==> config.mk <==
export PLATFORM = sky130hd
export DESIGN_NAME = itlb_result_reg
export DESIGN_NICKNAME = d
export VERILOG_FILES = /design/src/itlb_pkg.sv /design/src/itlb_result_reg.sv
export SDC_FILE = /design/constraint.sdc
export NUM_CORES = 1
export LEC_CHECK = 0
export BUFFER_PORTS_ARGS = -buffer_cell sky130_fd_sc_hd__clkbuf_2
export CORE_MARGIN = 5
export CORE_UTILIZATION = 36
export CTS_BUF_LIST = sky130_fd_sc_hd__clkbuf_4 sky130_fd_sc_hd__clkbuf_8
export CTS_CLUSTER_DIAMETER = 60
export DETAILED_ROUTE_END_ITERATION = 7
export PLACE_DENSITY = 0.8
export SETUP_SLACK_MARGIN = 0.3
export SLEW_MARGIN = 10
export SYNTH_ARGS = -nofsm -noshare
export SYNTH_HDL_FRONTEND = slang
export SYNTH_SLANG_ARGS = --single-unit
==> constraint.sdc <==
create_clock -name clk -period 1.35 [get_ports clk]
set_input_delay 0.27 -clock clk [delete_from_list [all_inputs] [get_ports clk]]
set_output_delay 0.27 -clock clk [all_outputs]
set_load 0.05 [all_outputs]
==> src/itlb_pkg.sv <==
/*
 * Shared widths, entry field positions and encodings for the instruction TLB.
 * RTL and bench files reach these through itlb_pkg:: scoped names.
 */
package itlb_pkg;

    // ****************************************
    // Table geometry
    // ****************************************
    localparam int NUM_ENTRIES = 32;
    localparam int IDX_W       = 5;
    localparam int VPN_W       = 27;  // Sv39 virtual page number
    localparam int PPN_W       = 44;
    localparam int ENTRY_W     = 91;

    // ****************************************
    // Entry layout, PPN on top, VPN below it
    // ****************************************
    localparam int ENTRY_V_BIT = 0;
    localparam int ENTRY_U_BIT = 4;                  // User page
    localparam int PPN_LSB     = ENTRY_W - PPN_W;    // 47
    localparam int VPN_LSB     = PPN_LSB - VPN_W;    // 20, above the permission bits

    // Mode field of satp
    localparam logic [3:0] SATP_MODE_BARE = 4'd0;

    // ****************************************
    // Types
    // ****************************************
    typedef logic [IDX_W-1:0]       idx_t;
    typedef logic [VPN_W-1:0]       vpn_t;
    typedef logic [PPN_W-1:0]       ppn_t;
    typedef logic [ENTRY_W-1:0]     entry_t;      // Raw page table entry
    typedef logic [NUM_ENTRIES-1:0] match_t;      // One bit per slot
    typedef logic [3:0]             satp_mode_t;

    // Privilege level of the fetch
    typedef enum logic [1:0] {
        PRIV_U = 2'd0,
        PRIV_S = 2'd1,
        PRIV_M = 2'd3
    } priv_e;

endpackage

==> src/itlb_result_reg.sv <==
/*
 * Result stage of the instruction TLB lookup.
 * Registers either the translated result or the Bare/M-mode bypass on re,
 * and zeros when no lookup is issued. One cycle of latency.
 */
`timescale 1ns/1ps

module itlb_result_reg (
    input  logic                   clk,
    input  logic                   rst,
    input  logic                   re,
    input  itlb_pkg::vpn_t         vpn,
    input  itlb_pkg::priv_e        priv,
    input  itlb_pkg::satp_mode_t   satp_mode,
    input  logic                   hit_raw,
    input  itlb_pkg::ppn_t         sel_ppn,
    input  itlb_pkg::idx_t         sel_index,
    input  logic                   sel_fault,
    output itlb_pkg::ppn_t         ppn,
    output logic                   hit,
    output itlb_pkg::idx_t         hit_index,
    output logic                   fault
);

    logic bypass;

    // Translation off, or machine mode fetching physically
    assign bypass = (satp_mode == itlb_pkg::SATP_MODE_BARE) || (priv == itlb_pkg::PRIV_M);

    // ****************************************
    // Output register
    // ****************************************
    always_ff @(posedge clk) begin
        if (rst || !re) begin
            ppn       <= '0;  // Idle cycles read as all zero
            hit       <= 1'b0;
            hit_index <= '0;
            fault     <= 1'b0;
        end else if (bypass) begin
            ppn       <= itlb_pkg::ppn_t'(vpn);  // Identity map
            hit       <= 1'b1;
            hit_index <= '0;
            fault     <= 1'b0;
        end else begin
            ppn       <= sel_ppn;
            hit       <= hit_raw;
            hit_index <= sel_index;
            fault     <= sel_fault;
        end
    end

    // A fault is only reported against a slot that actually hit
    fault_needs_hit_a: assert property (
        @(posedge clk) disable iff (rst) fault |-> hit
    ) else $error("fault raised without a TLB hit");

endmodule

=== Yosys cells after proc, flatten, opt, wreduce, memory -nomap -nowiden ===
Index checks and enable logic that the tools add are counted.

* Output and inout port bits: 51
* Bits in read-only memories: 0
* Memories: 0
* Bits in registers: 51
* RAM bits: 0
* Input port bits: 87
* Logic and storage cells: 13
* Bits in latches: 0

* Div/mod/pow operators: 0
* Multipliers: 0
* Muxes and demuxes: 2
* Bitwise logic cells: 0
* Eq/ne operators: 1
* Order comparisons: 0
* Reductions and logical operators: 5
* Shifts and indexed selects: 0
* Add/sub/neg operators: 0

{| class="wikitable"
|+ Operators with widths
! operator !! number
|-
| two-way mux 27 bit || 1
|-
| logical NOT 4 bit || 1
|-
| == test 2 bit, second input constant || 1
|-
| logical OR 1 bit || 2
|-
| OR reduction 2 bit || 1
|-
| logical NOT 1 bit || 1
|-
| two-way mux 1 bit || 1
|}

=== Logic depth before layout (Yosys ltp) ===
* Depth after elaboration: 3
* Depth in mapped cells: 6

=== Worst setup path after synthesis ===
Ideal clock, no wire load.

* Kind: input port to flip-flop
* Start: input port satp_mode[1]
* End: register ppn[10]
* Required time: 1.222 ns
* Data arrival time: 1.179 ns
* Buffers on the path: 2
* Cell stages on the path: 5
* Setup slack: 0.043 ns
* Library setup time: 0.128 ns
* Path through: or4_4 buf_6 buf_6 nand4_1 o21ai_1

* Word-level cells in the longest chain between the ends: 3

{| class="wikitable"
|+ RTL lines
! item !! RTL line !! text
|-
| from (decl) || itlb_result_reg.sv:14 || <nowiki>input itlb_pkg::satp_mode_t satp_mode,</nowiki>
|-
| logical NOT 4 bit || itlb_result_reg.sv:28 || <nowiki>assign bypass = (satp_mode == itlb_pkg::SATP_MODE_BARE) || (priv == itlb_pkg::PRIV_M);</nowiki>
|-
| logical OR 1 bit || itlb_result_reg.sv:28 ||
|-
| two-way mux 27 bit || itlb_result_reg.sv:39 || <nowiki>end else if (bypass) begin</nowiki>
|-
| to (signal assigned) || itlb_result_reg.sv:40 || <nowiki>ppn <= itlb_pkg::ppn_t'(vpn);</nowiki>
|-
| to (signal assigned) || itlb_result_reg.sv:45 || <nowiki>ppn <= sel_ppn;</nowiki>
|-
| to (decl) || itlb_result_reg.sv:19 || <nowiki>output itlb_pkg::ppn_t ppn,</nowiki>
|}

Every way passes these cells.
A chain may end at the register's enable or synchronous reset.

=== Worst setup path after layout ===
* Start: register ppn[27]
* End: output port ppn[27]

No word-level cell between the ends.

==> metrics.md <==
| Metric | Value |
|---|---|
| Fillcell total | 298 |
| Synth warn | 0 |
| Pwr/cell area | 985 nW/um^2 |
| Root Buffer Master | clkbuf_8 |
| Placer Congestion | 0.724 |
| Die H | 79.0 um |
| Largest net degree at the start of global routing | 79 |
| Post-Syn Area | 1710 sq um |
| Period utilisation layout | 82.4% |
| Commonest non-fill, non-tap cell in the layout | clkbuf_2 |
| TritonCTS clock tree | yes |
| Area Overhead vs Synth | 103% |
| CP Max Fanout | 1 |
| Crit path arrival time | 840 ps |
| CTS Buf Count | 5 |
| IO Count | 138 |
| Syn Nets | 268 |
| ANT cells | 0 |
| Xor/xnor share of the synthesized area | 0% |
| Synthesis-stage register bit count | 51 |
| Synth Instances | 181 |
| Hpwl dp | 3710 um |
| CP Data Required Time | 1080 ps |
| Routed WL | 7480 um |
| Die span in x | 79.0 um |
| H-tree depth | 2 |
| Bufs and invs on worst path | 1 |
| Final #Nets | 404 |
| GR Util All Layers | 20.7% |
| Initial Utilization | 36.8% |
| Max Buffers Root-to-Sink | 2 |
| Via-per-instance ratio | 5.34 |
| CP top delay family | flip-flops |
| Crit path from | ppn[27] |
| Mux cell area share after synthesis | 0% |
| Core box area | 4660 sq um |
| Placed inst area | 2430 sq um |
| Crit path to | ppn[27] |
| Leakage | 1.55 nW |
| Wire per inst | 20.1 um |
| First-pass GRT wire length | 9860 um |
| Final Cell Area | 3480 sq um |
| Setup-failing EPs final | 0 |
| Worst slew pin tran | 385 ps |
| Cell variety after synth | 15 |
| Slew Limit Headroom | 74.3% |
| Iteration-0 DRC Markers | 113 |
| Kind of critical path | flip-flop to primary output |
| GR Overflow Total | 0 |
| Clk sink count | 51 |
| Hold violation total from the final report | 0 |
| Proportion of layout cells with a drive suffix above 1 | 71.1% |
| Number of routed nets with antenna violations | 0 |
| Pins Over Slew Limit | 0 |
| Syn_area_per_cell | 9.47 sq um |
| Max Cap Viol | 0 |
| Vias in the first global route | 1,935 |
| Tmin final | 1110 ps |
| Combinational family with the most area after synthesis | simple AND/OR/NAND/NOR gates |
| Die area | 6240 sq um |
| Startpoint Class | flip-flop |
| Adder-Cell Fraction of Synth Area | 0% |
| Run status | completed |
| Synth Area in Compound Gates | 8.39% |
| Commonest cells after routing, fill and taps aside | 84 x clkbuf_2, 51 x dfxtp_2, 29 x buf_8, 28 x nand2_1 |
| I/O Buffers | 137 |
| Drt first pass iters | 4 |
| Simple-Gate Fraction of Synth Area | 26.4% |
| Min-delay worst type | primary input to flip-flop |
| Initial antenna violation count | 0 |
| Residual DRC | 0 |
| RSZ-0062 raised after global routing | yes |
| VDD IR max | 0.000606 V |
| Std cell rows | 25 |
| Total vias in the final route | 1,986 |
| Sequential-to-total area share from yosys stat | 59.6% |
| Crit end category | primary output |
| Worst hold slack | 169 ps |
| Critical-path top delay cell | dfxtp_2 |
| Crit. path cell count | 1 |
| Post-Route Utilization | 74.6% |
| Critical-path cell list | clkbuf_16 |
| Reg clk slew, reported paths | 100 ps |
| Fmax | 0.898 GHz |
| Slowest stage delay, CP | 370 ps |
## synth_stat cells
| cell type | instances | area, sq um |
|---|---|---|
| and2_1 | 1 | 6.26 |
| and3_1 | 23 | 144 |
| buf_2 | 3 | 15.0 |
| buf_6 | 3 | 33.8 |
| clkbuf_1 | 13 | 48.8 |
| dfxtp_1 | 51 | 1020 |
| nand2_1 | 28 | 105 |
| nand4_1 | 27 | 169 |
| nor2_1 | 1 | 3.75 |
| nor2b_1 | 1 | 6.26 |
| nor4_1 | 1 | 6.26 |
| o21ai_0 | 7 | 35.0 |
| o21ai_1 | 20 | 100 |
| o31a_1 | 1 | 8.76 |
| or4_4 | 1 | 11.3 |
## power breakdown
group | switching, mW | internal (mW)
logic | 0.472 | 0.399
clock network | 0.541 | 0.372
registers | 0.0522 | 1.59
total | 1.07 | 2.36
## area by class of cell
class	count	area, sq um	share of cell area (%)
Clock inverter	3	23.8	0.684
Timing Repair Buffer	140	1460	41.8
Clock buffer	5	68.8	1.98
Tap cell	54	67.6	1.94
Multi-Input combinational cell	119	777	22.3
Sequential cell	51	1080	31.2
## routing by layer
metal,vias up,global-route usage [%],routed length [um]
li1,929,-,-
met3,17,4.99,509
met1,924,22.6,2640
met5,-,0,0
met2,116,39.0,4100
met4,0,6.53,225
## worst min path at each step
stage                 start       to  slack (ps)  cells past startpoint
floorplan            vpn[0]   ppn[0]         400                      2
detailed placement  vpn[24]  ppn[24]         490                      3
global route        vpn[25]  ppn[25]         160                      3
global placement     vpn[6]   ppn[6]         490                      3
CTS                 vpn[24]  ppn[24]         160                      3
finish              vpn[21]  ppn[21]         170                      3
## cell families after synthesis
kind of cell | count (synthesis)
AOI/OAI and AO/OA | 28
buffers and inverters | 19
DFF | 51
and+or+nand+nor | 83
## sequential cells by signal (all words and copies together) (netlist names)
register and cells:
hit_index 5, hit 1, fault 1, ppn 44
## timing repair
action                                  in CTS  in global routing
hold buffers                                 0                  0
buffers inserted                             1                  0
gates cloned                                 6                  2
resized for setup                          169                 59
pin swaps                                    6                 15
endpoints found under the setup margin     101                 92
## through the flow
stage          total power, mW  cells  TNS, ps  worst slack [ps]
6_report                  3.43    372        0               237
5_1_grt                   3.55    372        0               213
4_1_cts                   3.35    370        0               245
3_5_place_dp              2.24    355   -14530              -326
3_3_place_gp              2.23    355   -11600              -240
2_1_floorplan             2.02    181        0              60.1
No activity file was read; power rests on OpenSTA's default activity.
